[config.mk]
export PLATFORM = sky130hd
export DESIGN_NAME = tensor_index_counter
export DESIGN_NICKNAME = d
export VERILOG_FILES = /design/src/tensor_ctrl_pkg.sv /design/src/tensor_data_pkg.sv /design/src/tensor_index_counter.sv
export VERILOG_INCLUDE_DIRS = /design/src
export SDC_FILE = /design/constraint.sdc
export NUM_CORES = 1
export LEC_CHECK = 0
export ABC_AREA = 1
export ABC_CLOCK_PERIOD_IN_PS = 1950
export BUFFER_PORTS_ARGS = -buffer_cell sky130_fd_sc_hd__buf_2
export CAP_MARGIN = 10
export CORE_MARGIN = 3
export CORE_UTILIZATION = 53
export CTS_CLUSTER_SIZE = 10
export DETAILED_ROUTE_END_ITERATION = 16
export PLACE_DENSITY = 0.82
export SLEW_MARGIN = 25
export SYNTH_ARGS = -nofsm -noshare
export SYNTH_HDL_FRONTEND = slang
export SYNTH_SLANG_ARGS = --single-unit
[constraint.sdc]
create_clock -name CLK -period 1.95 [get_ports CLK]
set_input_delay 0.39 -clock CLK [delete_from_list [all_inputs] [get_ports CLK]]
set_output_delay 0.39 -clock CLK [all_outputs]
set_load 0.1 [all_outputs]
[src/tensor_config.svh]
// Axis sizes run from 1 to 8 and the buffer holds one tensor of at most 512 elements
`ifndef TENSOR_CONFIG_SVH
`define TENSOR_CONFIG_SVH

// Element width
`define TT_DATA_W   16

// Axis size field, holds 1 to 8
`define TT_DIM_W    4

// Axis index, holds 0 to 7
`define TT_IDX_W    3
`define TT_MAX_DIM  8

// Linear buffer, 8 * 8 * 8 entries
`define TT_ADDR_W   9
`define TT_DEPTH    512

`endif
[src/tensor_ctrl_pkg.sv]
// Index width comes from tensor_config.svh, which must be on the include path
`default_nettype none

`include "tensor_config.svh"

package tensor_ctrl_pkg;

  typedef logic [`TT_IDX_W-1:0] idx_t;

  typedef struct packed {
    idx_t i;
    idx_t j;
    idx_t k;
  } index_t;

  // Load scans i outermost, drain scans j outermost
  typedef enum logic {ORDER_IJK, ORDER_JIK} order_t;

  typedef enum logic [1:0] {ST_IDLE, ST_LOAD, ST_DRAIN, ST_DONE} fsm_state_t;

  // Output stream flags
  typedef struct packed {
    logic i;
    logic j;
    logic k;
  } enable_t;

endpackage

`default_nettype wire

[src/tensor_data_pkg.sv]
// Widths come from tensor_config.svh, which must be on the include path
`default_nettype none

`include "tensor_config.svh"

package tensor_data_pkg;

  // One tensor element
  typedef logic [`TT_DATA_W-1:0] data_t;

  // Size of one axis, 1 to 8
  typedef logic [`TT_DIM_W-1:0] dim_t;

  // Linear address into the element buffer
  typedef logic [`TT_ADDR_W-1:0] addr_t;

  // Tensor shape as sampled on start
  typedef struct packed {
    dim_t size_i;
    dim_t size_j;
    dim_t size_k;
  } shape_t;

endpackage

`default_nettype wire

[src/tensor_index_counter.sv]
// Shape must hold nonzero sizes of at most 8 and stay stable for the whole scan
`timescale 1ns/10ps
`default_nettype none

module tensor_index_counter (
  input  wire logic                    CLK,
  input  wire logic                    RST,
  input  wire logic                    clear,
  input  wire logic                    step,
  input  wire tensor_ctrl_pkg::order_t order,
  input  wire tensor_data_pkg::shape_t shape,
  output tensor_ctrl_pkg::index_t      index,
  output logic                         wrap
);

  ////////////////////////////////////////
  // Last-position detection
  ////////////////////////////////////////

  tensor_ctrl_pkg::index_t index_next;
  logic last_i;
  logic last_j;
  logic last_k;

  assign last_i = (tensor_data_pkg::dim_t'(index.i) == shape.size_i - 1'b1);
  assign last_j = (tensor_data_pkg::dim_t'(index.j) == shape.size_j - 1'b1);
  assign last_k = (tensor_data_pkg::dim_t'(index.k) == shape.size_k - 1'b1);

  // Final position is the same in both scan orders
  assign wrap = last_i & last_j & last_k;

  ////////////////////////////////////////
  // Next index
  ////////////////////////////////////////

  always_comb begin
    index_next = index;
    if (!last_k) begin
      index_next.k = index.k + 1'b1;
    end else begin
      // k rolls over, carry into the middle axis
      index_next.k = '0;
      if (order == tensor_ctrl_pkg::ORDER_IJK) begin
        if (!last_j) begin
          index_next.j = index.j + 1'b1;
        end else begin
          index_next.j = '0;
          index_next.i = last_i ? '0 : index.i + 1'b1;
        end
      end else begin
        // Drain order, i is the middle axis
        if (!last_i) begin
          index_next.i = index.i + 1'b1;
        end else begin
          index_next.i = '0;
          index_next.j = last_j ? '0 : index.j + 1'b1;
        end
      end
    end
  end

  always_ff @(posedge CLK or posedge RST) begin
    if (RST) begin
      index <= '0;
    end else if (clear) begin
      index <= '0;
    end else if (step) begin
      index <= index_next;
    end
  end

endmodule

`default_nettype wire

==> flow_summary_export.csv <==
group,metric,value,unit
die,fp.dieW,45.8,um
place,dpl.hpwl,1690,um
sta,setup_ws,-0.0155,ns
drt,routed_wirelength,2140,um
setup_path,arrival,1.58,ns
die,row_count,13,
synth,synth_cell_types,15,
die,die_h,45.8,um
synth,ys_seq_area_share,26.8,%
drt,via_count,941,
clocking,clk_pin_slew_worst_paths,0.06,ns
clocking,cts_tree,"yes",
final_layout,stdcell_count,183,
setup_path,start_kind,"flip-flop",
drt,drc,0,
sta,setup_viol,1,
sta,tns,-0.0155,ns
global_route,grt.total_usage,23.2,%
drt,ant_nets,0,
power,p_leak,0.643,nW
final_layout,regMostFlops,"index",
clocking,clock-sinks,9,
place,routabilityCongestion,0.854,
power,seq_power_share,26.2,%
synth,netlist_instances,133,
synth,syn_area_per_cell,6.31,um^2
final_layout,top_regs,"index (9)",
final_layout,fin_util,83.1,%
clocking,clock_path_buffers,2,
power,power.density,1070,nW/um^2
drt,routedWlPerCell,11.7,um
sta,rsz0062_at_grt,"yes",
global_route,grt_pass1_wl,3460,um
power,ir_drop,759,uV
setup_path,critPathKind,"flip-flop to output pin",
sta,max-slew-margin-rel,67.8,%
global_route,grt_pass1_vias,896,
power,p_int,0.533,mW
global_route,antenna_found_initial,0,
die,start_util,60.0,%
clocking,postCtsHoldBufs,0,
run,maxCapViolCount,0,
sta,hold_viol,0,
final_layout,drive_gt1_share,38.7,%
setup_path,worst_path_max_delay_cell,"dfrtp_4",
synth,ys_ff_latch,9,
die,core,1400,um^2
die,io_pins,27,
global_route,grt_max_degree,10,
setup_path,required,1.56,ns
sta,slew_violations,0,
final_layout,fillers,110,
drt,first_iter_violations,14,
drt,drt-pass1-iter-count,4,
setup_path,critPathMaxFanout,4,
power,comb_power_share,62.0,%
sta,tightest_slew,0.486,ns
clocking,clock_latency,0.27,ns
synth,synth_nets,156,
min_path,hp-class,"primary input to async pin",
sta,hold_ws,0.0750,ns
final_layout,num-nets-final,192,
final_layout,antenna_cells,0,
final_layout,syn_to_final_growth,38.4,%
power,total_power,1.24,mW
synth,synth.cell_area,840,um^2
clocking,cts_buffers,3,
setup_path,cp_cell_sequence,"xnor2_1 > nor2_1 > nand3_2 > nor3_4 > buf_12",
global_route,gr-total-overflow,0,
final_layout,largest_reg_flops,9,
setup_path,max_stage_delay,0.49,ns
clocking,root_buffer,"clkbuf_4",
place,io_buffers,26,
clocking,cts_max_level,1,
power,p_sw,0.709,mW
power,clockPowerShare,11.8,%
sta,period_share,101,%
outcome,violations,"negative setup slack",
sta,skew,0.00703,ns
drt,via_per_inst,5.14,
die,die_area,2100,um^2
outcome,status,"finished, violations left",
power,switching_share,57.1,%
sta,fin_crit,1.97,ns
sta,fmax,509,MHz
synth,synth-warning-count,0,
place,placed_cells,178,
setup_path,crit_path_end_kind,"output pin",
## worst max-delay path, delay by kind of cell (launching register included)
kind                      cells  cell delay [ns]
xor gates and xnor gates      1             0.13
buffers and inverters         1             0.20
DFF                           1             0.49
and+or+nand+nor               3             0.50
## cells by family (layout without fill, tap and decap cells)
kind of cell               Yosys count  in the layout  synth area share (%)
and+or+nand+nor                     83             83                  42.0
buffers and inverters               24             59                  10.7
DFF                                  9              9                  26.8
xor gates and xnor gates             8              8                  8.35
adders and majority gates            6              6                  8.94
AOI/OAI and AO/OA                    3              3                  3.13
## final timing paths
check | startpoint | end | slack, ns | cells after the start
max | index[4] | wrap | -0.02 | 5
min | RST | index[8] | 0.08 | 2
max reg2reg | index[1] | index[3] | 0.38 | 7
min reg2reg | index[5] | index[5] | 0.55 | 2
max in group asynchronous | RST | index[4] | 1.58 | 2
min in group CLK | step | index[1] | 0.42 | 3
## cell usage after synthesis (all sizes together)
cell    count  area share, %
nand2      48             22
nand3b      3            2.7
nor2       16            7.5
inv        24             11
o21ai       3            3.1
xor2        1            1.0
xnor2       7            7.3
nor3        1           0.60
dfrtp       9             27
ha          6            8.9
nand3      15            9.5
## repair_timing
action / CTS / global route
setup endpoints to repair: 1 / 1
buffers inserted: 1 / 0
gates resized for setup: 7 / 2
pin swaps: 5 / 3
hold endpoints to repair: 0 / 0
## cells in the final DEF (no fill, tap or decap)
master / Yosys / layout
buf_4: 0 / 5
o21ai_4: 1 / 1
o21ai_0: 2 / 2
nor3_4: 0 / 1
nor2_2: 1 / 1
inv_1: 24 / 16
xnor2_1: 7 / 7
nand2_1: 47 / 43
buf_2: 0 / 25
inv_2: 0 / 8
clkbuf_1: 0 / 1
ha_1: 6 / 3
buf_12: 0 / 1
clkbuf_4: 0 / 3
ha_4: 0 / 3
nand3_1: 14 / 12
nand2_2: 1 / 5
dfrtp_4: 0 / 6
dfrtp_2: 0 / 3
xor2_1: 1 / 1
nor2_1: 15 / 15
nand3_2: 1 / 3
nand3b_1: 3 / 3
## power groups by stage
stage	clock network [mW]	logic, mW	registers [mW]
finish	0.147	0.771	0.325
global route	0.159	0.817	0.334
CTS	0.149	0.770	0.324
detailed placement	0	0.743	0.330
global placement	0	0.722	0.326
floorplan	0	0.252	0.679
## stage by stage
step                      area (um^2)  setup slack, ns
final                            1160          -0.0155
after detailed placement         1110          -0.0119
after floorplan                   912           -0.295
after CTS                        1160          -0.0193
after global routing             1160           -0.100
after global placement           1110         -0.00152
## cell type report
| type | count | area (um^2) | area share [%] |
|---|---|---|---|
| flip-flops and latches | 9 | 251 | 21.6 |
| repair buffers | 31 | 183 | 15.7 |
| multi-input cells | 100 | 593 | 51.0 |
| inverters | 24 | 90.1 | 7.75 |
| clock buffers | 4 | 26.3 | 2.26 |
| well taps | 15 | 18.8 | 1.61 |
## metal layers
metal | GRT usage (%) | up-vias | share of wire, %
li1 | - | 477 | -
met4 | 8.52 | 0 | 2.2
met3 | 9.09 | 7 | 6.3
met1 | 22.3 | 429 | 39
met5 | 0 | - | 0
met2 | 43.7 | 28 | 53
No activity file was read; power rests on OpenSTA's default activity.
