<file path="src/tensor_config.svh">
// Axis sizes run from 1 to 8 and the buffer holds one tensor of at most 512 elements
`ifndef TENSOR_CONFIG_SVH
`define TENSOR_CONFIG_SVH

// Element width
`define TT_DATA_W   16

// Axis size field, holds 1 to 8
`define TT_DIM_W    4

// Axis index, holds 0 to 7
`define TT_IDX_W    3
`define TT_MAX_DIM  8

// Linear buffer, 8 * 8 * 8 entries
`define TT_ADDR_W   9
`define TT_DEPTH    512

`endif
</file>
<file path="src/tensor_ctrl_pkg.sv">
// Index width comes from tensor_config.svh, which must be on the include path
`default_nettype none

`include "tensor_config.svh"

package tensor_ctrl_pkg;

  typedef logic [`TT_IDX_W-1:0] idx_t;

  typedef struct packed {
    idx_t i;
    idx_t j;
    idx_t k;
  } index_t;

  // Load scans i outermost, drain scans j outermost
  typedef enum logic {ORDER_IJK, ORDER_JIK} order_t;

  typedef enum logic [1:0] {ST_IDLE, ST_LOAD, ST_DRAIN, ST_DONE} fsm_state_t;

  // Output stream flags
  typedef struct packed {
    logic i;
    logic j;
    logic k;
  } enable_t;

endpackage

`default_nettype wire

</file>
<file path="src/tensor_transpose_fsm.sv">
// No back-pressure: every drain cycle yields one element, and start is ignored outside idle
`timescale 1ns/10ps
`default_nettype none

module tensor_transpose_fsm (
  input  wire logic                     CLK,
  input  wire logic                     RST,
  input  wire logic                     start,
  input  wire logic                     data_in_valid,
  input  wire logic                     wrap,
  output tensor_ctrl_pkg::fsm_state_t   state,
  output logic                          clear,
  output logic                          step,
  output tensor_ctrl_pkg::order_t       order,
  output logic                          write_enable,
  output logic                          drain_valid,
  output logic                          ready
);

  tensor_ctrl_pkg::fsm_state_t state_next;

  ////////////////////////////////////////
  // State register and done pulse
  ////////////////////////////////////////

  always_ff @(posedge CLK or posedge RST) begin
    if (RST) begin
      state <= tensor_ctrl_pkg::ST_IDLE;
      ready <= 1'b0;
    end else begin
      state <= state_next;
      // One cycle after done, lines up behind the last output element
      ready <= (state == tensor_ctrl_pkg::ST_DONE);
    end
  end

  ////////////////////////////////////////
  // Transitions
  ////////////////////////////////////////

  always_comb begin
    state_next = state;
    case (state)
      tensor_ctrl_pkg::ST_IDLE: begin
        if (start) begin
          state_next = tensor_ctrl_pkg::ST_LOAD;
        end
      end
      tensor_ctrl_pkg::ST_LOAD: begin
        // Leave on the edge that takes the last element
        if (data_in_valid && wrap) begin
          state_next = tensor_ctrl_pkg::ST_DRAIN;
        end
      end
      tensor_ctrl_pkg::ST_DRAIN: begin
        if (wrap) begin
          state_next = tensor_ctrl_pkg::ST_DONE;
        end
      end
      tensor_ctrl_pkg::ST_DONE: begin
        state_next = tensor_ctrl_pkg::ST_IDLE;
      end
      default: begin
        state_next = tensor_ctrl_pkg::ST_IDLE;
      end
    endcase
  end

  ////////////////////////////////////////
  // Counter and buffer controls
  ////////////////////////////////////////

  // Accepted start, also loads the shape register
  assign clear        = (state == tensor_ctrl_pkg::ST_IDLE) && start;
  assign write_enable = (state == tensor_ctrl_pkg::ST_LOAD) && data_in_valid;
  assign drain_valid  = (state == tensor_ctrl_pkg::ST_DRAIN);

  // Load steps per strobe, drain steps every cycle
  assign step  = write_enable | drain_valid;
  assign order = drain_valid ? tensor_ctrl_pkg::ORDER_JIK : tensor_ctrl_pkg::ORDER_IJK;

endmodule

`default_nettype wire

</file>
<file path="config.mk">
export PLATFORM = sky130hd
export DESIGN_NAME = tensor_transpose_fsm
export DESIGN_NICKNAME = d
export VERILOG_FILES = /design/src/tensor_ctrl_pkg.sv /design/src/tensor_transpose_fsm.sv
export VERILOG_INCLUDE_DIRS = /design/src
export SDC_FILE = /design/constraint.sdc
export NUM_CORES = 1
export LEC_CHECK = 0
export BUFFER_PORTS_ARGS = -buffer_cell sky130_fd_sc_hd__buf_4
export CAP_MARGIN = 0
export CORE_AREA = 2 2 39 41
export CTS_CLUSTER_DIAMETER = 150
export DETAILED_ROUTE_END_ITERATION = 10
export DIE_AREA = 0 0 41 43
export GPL_ROUTABILITY_DRIVEN = 0
export MAX_ROUTING_LAYER = met4
export PLACE_DENSITY_LB_ADDON = 0.2
export SYNTH_ARGS = -nofsm -noshare
export SYNTH_HDL_FRONTEND = slang
export SYNTH_SLANG_ARGS = --single-unit
</file>
<file path="constraint.sdc">
create_clock -name CLK -period 1.68 [get_ports CLK]
set_input_delay 0.168 -clock CLK [delete_from_list [all_inputs] [get_ports CLK]]
set_output_delay 0.168 -clock CLK [all_outputs]
set_load 0.03 [all_outputs]
</file>
==> impl_metrics.xml, run 1 <==
<?xml version="1.0" encoding="UTF-8"?>
<metrics>
  <group name="global_routing">
    <metric name="global_route_wire_length_before_repair" unit="µm">683</metric>
    <metric name="antenna_found_initial" unit="">0</metric>
    <metric name="first_global_vias" unit="">189</metric>
    <metric name="grtUsageTotal" unit="%">5.87</metric>
    <metric name="overflow" unit="">0</metric>
    <metric name="grt_max_degree" unit="">6</metric>
  </group>
  <group name="worst_setup_path">
    <metric name="critical_path_arrival" unit="ps">1430</metric>
    <metric name="crit_path_end" unit="">step</metric>
    <metric name="reg2reg_from" unit="">state[1]</metric>
    <metric name="worstSetupStartpoint" unit="">state[1]</metric>
    <metric name="worst_setup_path_start_kind" unit="">register</metric>
    <metric name="rr_endpoint" unit="">state[1]</metric>
    <metric name="r2r.worst_path.cells" unit="">5</metric>
    <metric name="path_class" unit="">reg -&gt; out</metric>
    <metric name="critical_path_peak_fanout" unit="">5</metric>
    <metric name="required" unit="ps">1510</metric>
    <metric name="reg2reg_slack" unit="ps">170</metric>
    <metric name="timing.critical_path.to_type" unit="">primary output</metric>
  </group>
  <group name="pwr">
    <metric name="power_density" unit="nW/µm²">2310</metric>
    <metric name="power.total" unit="µW">900</metric>
    <metric name="vdd.ir_drop.worst" unit="µV">460</metric>
    <metric name="power.static_leakage" unit="µW">0.000207</metric>
  </group>
  <group name="floorplanning">
    <metric name="rows" unit="">14</metric>
    <metric name="initial_utilization" unit="%">17.2</metric>
    <metric name="dieArea" unit="µm²">1760</metric>
    <metric name="die_width" unit="µm">41</metric>
    <metric name="die_height" unit="µm">43</metric>
    <metric name="core-area" unit="µm²">1380</metric>
    <metric name="top_level_ports" unit="">13</metric>
  </group>
  <group name="sta">
    <metric name="hold_violations" unit="">0</metric>
    <metric name="max_freq" unit="GHz">0.626</metric>
    <metric name="tns" unit="ps">0</metric>
    <metric name="hold_ws" unit="ps">328</metric>
    <metric name="maxSlewViolCount" unit="">0</metric>
    <metric name="fin_worst_skew" unit="ps">0.990</metric>
    <metric name="final.period_utilization" unit="%">95.1</metric>
    <metric name="final.min_clock_period" unit="ps">1600</metric>
    <metric name="worstMarginPinSlew" unit="ps">236</metric>
    <metric name="rsz_0062_raised_after_global_routing" unit="">no</metric>
    <metric name="setup_viol" unit="">0</metric>
    <metric name="max_slew_margin" unit="%">84.2</metric>
  </group>
  <group name="route">
    <metric name="drt-pass1-iter-count" unit="">1</metric>
    <metric name="post_drt_wl_per_cell" unit="µm">8.27</metric>
    <metric name="drtAntennaViolNets" unit="">0</metric>
    <metric name="via_per_inst" unit="">3.60</metric>
    <metric name="drt_first_iter_violations" unit="">0</metric>
    <metric name="number_of_remaining_drc_errors" unit="">0</metric>
    <metric name="detailroute.via_count" unit="">198</metric>
    <metric name="drt_wl_total" unit="µm">455</metric>
  </group>
  <group name="yosys">
    <metric name="synth-seq-cells" unit="">3</metric>
    <metric name="ys_types" unit="">11</metric>
    <metric name="synth_seq_area_share" unit="%">31.6</metric>
    <metric name="postSynth.topFlopCell" unit="">sky130_fd_sc_hd__dfrtp_1</metric>
    <metric name="synth_top_area_share" unit="%">31.6</metric>
    <metric name="syn_area" unit="µm²">238</metric>
    <metric name="number_of_enable_type_register_cells_in_the_synthesized_netlist" unit="">0</metric>
    <metric name="syn_inst" unit="">22</metric>
    <metric name="async_reset_ff_share" unit="%">100</metric>
    <metric name="postSynthNetCount" unit="">32</metric>
    <metric name="synth.top_cells.by_area" unit="">sky130_fd_sc_hd__dfrtp_1 32%, sky130_fd_sc_hd__ha_1 26%, sky130_fd_sc_hd__inv_1 7.9%</metric>
    <metric name="syn_area_per_cell" unit="µm²">10.8</metric>
    <metric name="ys_top_cells_by_count" unit="">5 x sky130_fd_sc_hd__ha_1, 5 x sky130_fd_sc_hd__inv_1, 3 x sky130_fd_sc_hd__dfrtp_1</metric>
    <metric name="synth.largest_area_cell" unit="">sky130_fd_sc_hd__dfrtp_1</metric>
    <metric name="synth-warning-count" unit="">0</metric>
  </group>
  <group name="final_layout">
    <metric name="antenna_cells_inserted" unit="">0</metric>
    <metric name="nets" unit="">50</metric>
    <metric name="nFillCells" unit="">150</metric>
    <metric name="area_growth" unit="%">63.7</metric>
    <metric name="final_cells" unit="">55</metric>
    <metric name="post_route_cells_drive_above_1_share" unit="%">56.4</metric>
  </group>
  <group name="hold_path">
    <metric name="timing.hold.worst.class" unit="">in -&gt; reg</metric>
  </group>
  <group name="clocking">
    <metric name="tritoncts_buffer_count" unit="">3</metric>
    <metric name="max-clock-path-buffers" unit="">2</metric>
    <metric name="clock_tree.htree_level_count" unit="">1</metric>
    <metric name="clock_insertion_delay_worst_skew" unit="ps">230</metric>
    <metric name="cts-root-buf" unit="">sky130_fd_sc_hd__clkbuf_4</metric>
    <metric name="cts_sinks" unit="">3</metric>
    <metric name="clkSlewWorstSetupHoldPaths" unit="ps">40</metric>
    <metric name="tritoncts_clock_tree" unit="">done</metric>
  </group>
  <group name="outcome">
    <metric name="run_status" unit="">finished clean</metric>
  </group>
  <group name="placed_design">
    <metric name="buffer_ports.inserted" unit="">12</metric>
    <metric name="dp_cells" unit="">49</metric>
  </group>
  <group name="flow_run">
    <metric name="timing.max_cap.violations" unit="">0</metric>
  </group>
</metrics>
-- layout by cell type, fill, tap and decap left out, drive strengths merged --
master	netlist	routed
nor2	1	1
or2	1	1
o21bai	1	1
buf	1	13
clkbuf	0	4
o221ai	1	1
mux2i	1	1
dfrtp	3	3
dlygate4sd3	0	1
ha	5	5
inv	5	5
and2	2	2
mux2	1	1
-- worst max-delay path, cell delays in order, from the launching register on --
cell and delay, ps:
sky130_fd_sc_hd__dfrtp_2 420, sky130_fd_sc_hd__buf_4 140, sky130_fd_sc_hd__ha_1 230, sky130_fd_sc_hd__or2_1 240, sky130_fd_sc_hd__buf_4 160
-- state kept, by name, indices dropped and copies added (netlist names) --
name   flops
state      2
ready      1
-- per-stage QoR --
step | instance area (µm²) | worst slack (ps) | utilization, %
after floorplan | 240 | 20.0 | -
after global placement | 343 | 208 | 24.8
after detailed placement | 343 | 212 | 24.8
after CTS | 379 | 37.7 | 27.4
after global routing | 389 | 24.7 | 28.1
final | 389 | 82.0 | 28.1
-- per-layer routing --
metal	up-vias	wire length (µm)	GRT usage [%]
li1	100	-	-
met3	0	27	1.57
met4	0	0	4.00
met1	90	146	4.84
met5	-	0	-
met2	8	280	10.3
-- cell families after synthesis --
group / synth area share [%]
multiplexers: 10.5
adder cells (fa/ha/maj): 26.3
buffers and inverters: 11.1
AO/OA/AOI/OAI: 11.1
AND/OR/NAND/NOR: 9.47
flip-flops: 31.6
-- report_power, final --
part | total, µW | internal [µW] | switching, µW
logic | 621 | 268 | 353
registers | 152 | 117 | 34.4
clock network | 127 | 89.1 | 38.3
-- timing repair --
| action | 4_1_cts | 5_1_grt |
|---|---|---|
| buffers inserted | 0 | 1 |
| endpoints found under the setup margin | 0 | 1 |
| endpoints found under the hold margin | 3 | 0 |
| hold buffers | 1 | 0 |
| resized for setup | 0 | 1 |
-- worst min-delay path by stage --
stage,start,end,slack [ps],cells after the start
after floorplan,RST,ready,-80,1
after global placement,RST,ready,40,2
after detailed placement,RST,ready,50,2
after CTS,start,state[0],340,3
after global routing,data_in_valid,state[0],340,3
final,start,state[0],330,3
-- area by class of cell --
class | count | area [µm²] | area share [%]
well taps | 16 | 20.0 | 5.14
multi-input cells | 13 | 139 | 35.7
repair buffers | 14 | 108 | 27.7
flip-flops and latches | 3 | 77.6 | 19.9
clock buffers | 4 | 26.3 | 6.75
inverters | 5 | 18.8 | 4.82
Note: power is estimated with default switching activity, not from simulation.
==> run 2: changes to the inputs <==
- BUFFER_PORTS_ARGS: -buffer_cell sky130_fd_sc_hd__buf_4 -> -buffer_cell sky130_fd_sc_hd__buf_2
==> run 2 against run 1 <==
Global-route usage grew 0.30 points. Utilization shrank 2.2 points. Die area is the same. Final cell count is the same. Via count shrank 1.0%. Worst hold slack gained 15 ps. Sequential share of layout area grew 1.7 points. Clock-buffer cell count is the same. Critical endpoint unchanged. Register-to-register slack gained 40 ps. Fmax grew 2.5%.
==> impl_metrics.xml, run 2 (synthesized netlist as in run 1, its figures left out) <==
<?xml version="1.0" encoding="UTF-8"?>
<metrics>
  <group name="placed_design">
    <metric name="dp_cells" unit="">49</metric>
    <metric name="buffer_ports.inserted" unit="">12</metric>
    <metric name="place.detailed.hpwl" unit="µm">374</metric>
  </group>
  <group name="sta">
    <metric name="worstMarginPinSlew" unit="ps">230</metric>
    <metric name="final.min_clock_period" unit="ps">1560</metric>
    <metric name="hold_ws" unit="ps">343</metric>
    <metric name="max_slew_margin" unit="%">84.6</metric>
    <metric name="maxSlewViolCount" unit="">0</metric>
    <metric name="tns" unit="ps">0</metric>
    <metric name="max_freq" unit="GHz">0.641</metric>
    <metric name="hold_violations" unit="">0</metric>
    <metric name="setup_viol" unit="">0</metric>
    <metric name="fin_worst_skew" unit="ps">3.36</metric>
    <metric name="final.period_utilization" unit="%">92.8</metric>
    <metric name="rsz_0062_raised_after_global_routing" unit="">no</metric>
  </group>
  <group name="route">
    <metric name="drt_first_iter_violations" unit="">2</metric>
    <metric name="drt-pass1-iter-count" unit="">2</metric>
    <metric name="via_per_inst" unit="">3.56</metric>
    <metric name="drtAntennaViolNets" unit="">0</metric>
    <metric name="post_drt_wl_per_cell" unit="µm">8.02</metric>
    <metric name="detailroute.via_count" unit="">196</metric>
    <metric name="drt_wl_total" unit="µm">441</metric>
    <metric name="number_of_remaining_drc_errors" unit="">0</metric>
  </group>
  <group name="worst_setup_path">
    <metric name="critical-path-slowest-cell" unit="">sky130_fd_sc_hd__dfrtp_2</metric>
    <metric name="critical_path_peak_fanout" unit="">4</metric>
    <metric name="timing.critical_path.to_type" unit="">primary output</metric>
    <metric name="path_delay_family" unit="">flip-flops</metric>
    <metric name="required" unit="ps">1510</metric>
    <metric name="worst_setup_path_start_kind" unit="">register</metric>
    <metric name="buffer_and_inverter_count_on_the_worst_path" unit="">2</metric>
    <metric name="crit_path_max_incr_delay" unit="ps">370</metric>
    <metric name="critical_path_arrival" unit="ps">1390</metric>
    <metric name="path_cells" unit="">inv_1 -&gt; ha_2 -&gt; and2_1 -&gt; or2_1 -&gt; buf_2</metric>
    <metric name="path_class" unit="">reg -&gt; out</metric>
  </group>
  <group name="floorplanning">
    <metric name="dieArea" unit="µm²">1760</metric>
    <metric name="die_width" unit="µm">41</metric>
    <metric name="initial_utilization" unit="%">17.2</metric>
    <metric name="rows" unit="">14</metric>
    <metric name="core-area" unit="µm²">1380</metric>
    <metric name="die_height" unit="µm">43</metric>
    <metric name="top_level_ports" unit="">13</metric>
  </group>
  <group name="final_layout">
    <metric name="regMostFlops" unit="">state</metric>
    <metric name="ff_latch_area" unit="µm²">77.6</metric>
    <metric name="antenna_cells_inserted" unit="">0</metric>
    <metric name="area_growth" unit="%">51.1</metric>
    <metric name="post_route_cells_drive_above_1_share" unit="%">56.4</metric>
    <metric name="largest_register_ffs" unit="">2</metric>
    <metric name="final_cells" unit="">55</metric>
    <metric name="nFillCells" unit="">161</metric>
    <metric name="final_util" unit="%">25.9</metric>
    <metric name="nets" unit="">50</metric>
    <metric name="final_cell_mix" unit="">12 x sky130_fd_sc_hd__buf_2, 5 x sky130_fd_sc_hd__inv_1, 4 x sky130_fd_sc_hd__ha_1, 3 x sky130_fd_sc_hd__clkbuf_4</metric>
    <metric name="biggest_registers_after_layout" unit="">state (2), ready (1)</metric>
    <metric name="multi_input_comb_area" unit="µm²">139</metric>
    <metric name="mostFrequentLayoutCell" unit="">sky130_fd_sc_hd__buf_2</metric>
  </group>
  <group name="outcome">
    <metric name="run_status" unit="">finished clean</metric>
  </group>
  <group name="global_routing">
    <metric name="overflow" unit="">0</metric>
    <metric name="grtUsageTotal" unit="%">6.17</metric>
    <metric name="first_global_vias" unit="">182</metric>
    <metric name="antenna_found_initial" unit="">0</metric>
    <metric name="global_route_wire_length_before_repair" unit="µm">676</metric>
    <metric name="grt_max_degree" unit="">6</metric>
  </group>
  <group name="clocking">
    <metric name="max-clock-path-buffers" unit="">2</metric>
    <metric name="tritoncts_buffer_count" unit="">3</metric>
    <metric name="cts-root-buf" unit="">sky130_fd_sc_hd__clkbuf_4</metric>
    <metric name="clock_tree.htree_level_count" unit="">1</metric>
    <metric name="clock_insertion_delay_worst_skew" unit="ps">230</metric>
    <metric name="cts_sinks" unit="">3</metric>
    <metric name="clkSlewWorstSetupHoldPaths" unit="ps">40</metric>
    <metric name="tritoncts_clock_tree" unit="">done</metric>
  </group>
  <group name="flow_run">
    <metric name="timing.max_cap.violations" unit="">0</metric>
  </group>
  <group name="hold_path">
    <metric name="timing.hold.worst.class" unit="">in -&gt; async</metric>
  </group>
</metrics>
## run 2: cell counts in the layout (fill, tap and decap cells not counted)
No cell type changed its count.
## run 2: metrics by stage
stage	setup slack (ps)	cell area, µm²
2_1_floorplan	20.0	240
3_3_place_gp	240	313
5_1_grt	25.8	359
3_5_place_dp	206	313
4_1_cts	49.3	349
6_report	121	359
## run 2: cell type report
class / count / share of cell area, %
Inverter: 5 / 5.23
Tap cell: 16 / 5.57
Clock buffer: 4 / 7.32
Sequential cell: 3 / 21.6
Timing Repair Buffer: 14 / 21.6
Multi-Input combinational cell: 13 / 38.7
## run 2: repair_timing
item                       CTS  global route
setup endpoints to repair    0             1
hold endpoints to repair     3             0
setup buffers                0             1
hold buffers                 1             0
resized for setup            0             1
## run 2: worst reg2reg max path, delay by kind of cell, from the launching register on
family,cells,cell delay (ps)
AO/OA/AOI/OAI,2,300
adder cells (fa/ha/maj),1,280
buffers and inverters,1,90
flip-flops,1,380
multiplexers,1,310
## run 2: path summary, 6_finish.rpt
kind                       startpoint  endpoint  slack [ps]  cells after the start
setup / recovery             state[1]      step         120                      5
hold / removal                    RST     ready         340                      3
min in group CLK                start  state[0]         350                      3
setup reg to reg             state[0]  state[1]         210                      5
hold reg to reg              state[1]  state[1]         550                      1
max in group asynchronous         RST  state[0]        1200                      3
## run 2: layer usage
layer	track usage, %	vias up	wire length (µm)
li1	-	101	-
met1	4.82	90	157
met2	10.3	5	263
met3	3.14	0	20
met4	4.00	0	0
met5	-	-	0
Power of run 2 is not shown: default switching activity piles up to over one toggle a cycle in this logic, so the estimate is an artifact.
==> run 3: changes to the inputs <==
- ABC_AREA: default -> 1
==> run 3 against run 2 <==
Design area rose by 1.0%. Largest cell class unchanged. Non-clock buffer count fell by 1. Worst hold slack got worse by 15 ps. Area after synthesis rose by 6.8%.
==> impl_metrics.xml, run 3 <==
<?xml version="1.0" encoding="UTF-8"?>
<metrics>
  <group name="outcome">
    <metric name="run_status" unit="">finished clean</metric>
  </group>
  <group name="yosys">
    <metric name="ys_types" unit="">8</metric>
    <metric name="synth.largest_area_cell" unit="">sky130_fd_sc_hd__dfrtp_1</metric>
    <metric name="syn_area_per_cell" unit="µm²">7.70</metric>
    <metric name="synth-warning-count" unit="">0</metric>
    <metric name="postSynth.topFlopCell" unit="">sky130_fd_sc_hd__dfrtp_1</metric>
    <metric name="synth_top_area_share" unit="%">29.6</metric>
    <metric name="number_of_enable_type_register_cells_in_the_synthesized_netlist" unit="">0</metric>
    <metric name="ys_top_cells_by_count" unit="">9 x sky130_fd_sc_hd__inv_1, 9 x sky130_fd_sc_hd__nand2_1, 5 x sky130_fd_sc_hd__ha_1</metric>
    <metric name="synth-seq-cells" unit="">3</metric>
    <metric name="synth.top_cells.by_area" unit="">sky130_fd_sc_hd__dfrtp_1 30%, sky130_fd_sc_hd__ha_1 25%, sky130_fd_sc_hd__inv_1 13%</metric>
    <metric name="async_reset_ff_share" unit="%">100</metric>
    <metric name="synth_seq_area_share" unit="%">29.6</metric>
    <metric name="syn_inst" unit="">33</metric>
    <metric name="syn_area" unit="µm²">254</metric>
    <metric name="postSynthNetCount" unit="">43</metric>
  </group>
  <group name="worst_setup_path">
    <metric name="path_class" unit="">reg -&gt; out</metric>
    <metric name="reg2reg_from" unit="">state[0]</metric>
    <metric name="worst_setup_path_start_kind" unit="">register</metric>
    <metric name="worstSetupStartpoint" unit="">state[0]</metric>
    <metric name="required" unit="ps">1510</metric>
    <metric name="critical_path_peak_fanout" unit="">5</metric>
    <metric name="critical_path_arrival" unit="ps">1300</metric>
    <metric name="timing.critical_path.to_type" unit="">primary output</metric>
  </group>
  <group name="global_routing">
    <metric name="global_route_wire_length_before_repair" unit="µm">752</metric>
    <metric name="overflow" unit="">0</metric>
    <metric name="grt_max_degree" unit="">6</metric>
    <metric name="grtUsageTotal" unit="%">6.58</metric>
    <metric name="first_global_vias" unit="">194</metric>
    <metric name="antenna_found_initial" unit="">0</metric>
  </group>
  <group name="sta">
    <metric name="setup_viol" unit="">0</metric>
    <metric name="fin_worst_skew" unit="ps">1.24</metric>
    <metric name="max_slew_margin" unit="%">89.4</metric>
    <metric name="final.period_utilization" unit="%">87.4</metric>
    <metric name="final.min_clock_period" unit="ps">1470</metric>
    <metric name="tns" unit="ps">0</metric>
    <metric name="worstMarginPinSlew" unit="ps">160</metric>
    <metric name="hold_violations" unit="">0</metric>
    <metric name="rsz_0062_raised_after_global_routing" unit="">no</metric>
    <metric name="max_freq" unit="GHz">0.681</metric>
    <metric name="maxSlewViolCount" unit="">0</metric>
  </group>
  <group name="final_layout">
    <metric name="area_growth" unit="%">42.9</metric>
    <metric name="mostFrequentLayoutCell" unit="">sky130_fd_sc_hd__buf_2</metric>
    <metric name="nets" unit="">60</metric>
    <metric name="post_route_cells_drive_above_1_share" unit="%">38.8</metric>
    <metric name="antenna_cells_inserted" unit="">0</metric>
    <metric name="regMostFlops" unit="">state</metric>
    <metric name="largest_register_ffs" unit="">2</metric>
    <metric name="nFillCells" unit="">159</metric>
    <metric name="biggest_registers_after_layout" unit="">state (2), ready (1)</metric>
    <metric name="final_cell_mix" unit="">12 x sky130_fd_sc_hd__buf_2, 9 x sky130_fd_sc_hd__nand2_1, 9 x sky130_fd_sc_hd__inv_1, 5 x sky130_fd_sc_hd__ha_1</metric>
    <metric name="multi_input_comb_area" unit="µm²">138</metric>
    <metric name="ff_latch_area" unit="µm²">75.1</metric>
  </group>
  <group name="route">
    <metric name="via_per_inst" unit="">3.60</metric>
    <metric name="drtAntennaViolNets" unit="">0</metric>
    <metric name="post_drt_wl_per_cell" unit="µm">7.34</metric>
    <metric name="detailroute.via_count" unit="">234</metric>
    <metric name="number_of_remaining_drc_errors" unit="">0</metric>
    <metric name="drt-pass1-iter-count" unit="">3</metric>
    <metric name="drt_wl_total" unit="µm">477</metric>
    <metric name="drt_first_iter_violations" unit="">1</metric>
  </group>
  <group name="clocking">
    <metric name="tritoncts_clock_tree" unit="">done</metric>
    <metric name="clock_tree.htree_level_count" unit="">1</metric>
    <metric name="tritoncts_buffer_count" unit="">3</metric>
    <metric name="clock_insertion_delay_worst_skew" unit="ps">230</metric>
    <metric name="post_cts_buffers" unit="">0</metric>
    <metric name="cts_sinks" unit="">3</metric>
    <metric name="cts-root-buf" unit="">sky130_fd_sc_hd__clkbuf_4</metric>
    <metric name="clkSlewWorstSetupHoldPaths" unit="ps">30</metric>
    <metric name="max-clock-path-buffers" unit="">2</metric>
  </group>
  <group name="floorplanning">
    <metric name="dieArea" unit="µm²">1760</metric>
    <metric name="core-area" unit="µm²">1380</metric>
    <metric name="die_width" unit="µm">41</metric>
    <metric name="initial_utilization" unit="%">18.4</metric>
    <metric name="top_level_ports" unit="">13</metric>
    <metric name="die_height" unit="µm">43</metric>
    <metric name="rows" unit="">14</metric>
  </group>
  <group name="hold_path">
    <metric name="timing.hold.worst.class" unit="">in -&gt; reg</metric>
    <metric name="critical_hold_path_startpoint" unit="">start</metric>
  </group>
  <group name="pwr">
    <metric name="power.static_leakage" unit="µW">0.000243</metric>
    <metric name="power_density" unit="nW/µm²">2160</metric>
    <metric name="vdd.ir_drop.worst" unit="µV">410</metric>
    <metric name="power.total" unit="µW">782</metric>
  </group>
  <group name="placed_design">
    <metric name="buffer_ports.inserted" unit="">12</metric>
    <metric name="place.detailed.hpwl" unit="µm">416</metric>
  </group>
  <group name="flow_run">
    <metric name="timing.max_cap.violations" unit="">0</metric>
  </group>
</metrics>
-- run 3: changes by cell type after synthesis, sizes merged --
cell    change
or2         -1
and2        -2
nor2        -1
mux2i       -1
mux2        -1
inv         +4
nand4       +2
o21bai      -1
nand3       +1
nand2      +12
o221ai      -1
-- run 3: power breakdown --
| group | total (µW) | internal, µW | switching (µW) |
|---|---|---|---|
| Combinational | 515 | 160 | 355 |
| Sequential | 142 | 109 | 32.5 |
| Clock | 125 | 88.9 | 36.4 |
| Total | 782 | 358 | 424 |
-- run 3: cell type report --
type	count	area share (%)
Clock buffer	4	7.24
Inverter	9	9.31
Multi-Input combinational cell	20	37.9
Sequential cell	3	20.7
Tap cell	16	5.52
Timing Repair Buffer	13	19.3
-- run 3: what timing repair did --
action,4_1_cts,5_1_grt
setup endpoints to repair,0,0
resized for setup,0,0
endpoints found under the hold margin,3,0
hold buffers,1,0
-- run 3: kinds of logic (layout without fill, tap and decap cells) --
kind of cell  after synthesis  count (layout)  share of synthesized area [%]
simple gates               15              15                           29.6
buf+inv                    10              26                           16.3
fa+ha+maj                   5               5                           24.6
flops                       3               3                           29.6
-- run 3: final timing paths --
path,end,slack (ps),cells past startpoint
setup reg to reg,state[1],530,6
setup / recovery,step,210,5
hold / removal,state[1],330,5
max in group asynchronous,state[0],1210,3
min in group asynchronous,ready,340,3
hold reg to reg,state[0],550,2
-- run 3: metrics by stage --
step / setup WS, ps / hold WS (ps) / instance area (µm²) / instances / util [%]
2_1_floorplan: 127 / -78.4 / 254 / 33 / -
3_3_place_gp: 468 / 39.3 / 327 / 60 / 23.6
3_5_place_dp: 434 / 39.9 / 327 / 60 / 23.6
4_1_cts: 181 / 331 / 363 / 65 / 26.2
5_1_grt: 108 / 358 / 363 / 65 / 26.2
6_report: 211 / 328 / 363 / 65 / 26.2
-- run 3: per-layer routing --
| layer | GRT usage [%] | share of wire [%] |
|---|---|---|
| met4 | 2.00 | 0 |
| met1 | 7.40 | 44 |
| met3 | 4.71 | 9.4 |
| met5 | - | 0 |
| met2 | 9.06 | 46 |
-- run 3: critical path, stage by stage (launching register included) --
cell                      delay [ps]
sky130_fd_sc_hd__dfrtp_1         410
sky130_fd_sc_hd__inv_1           120
sky130_fd_sc_hd__ha_1            230
sky130_fd_sc_hd__inv_1            70
sky130_fd_sc_hd__nand2_1          60
sky130_fd_sc_hd__buf_2           180
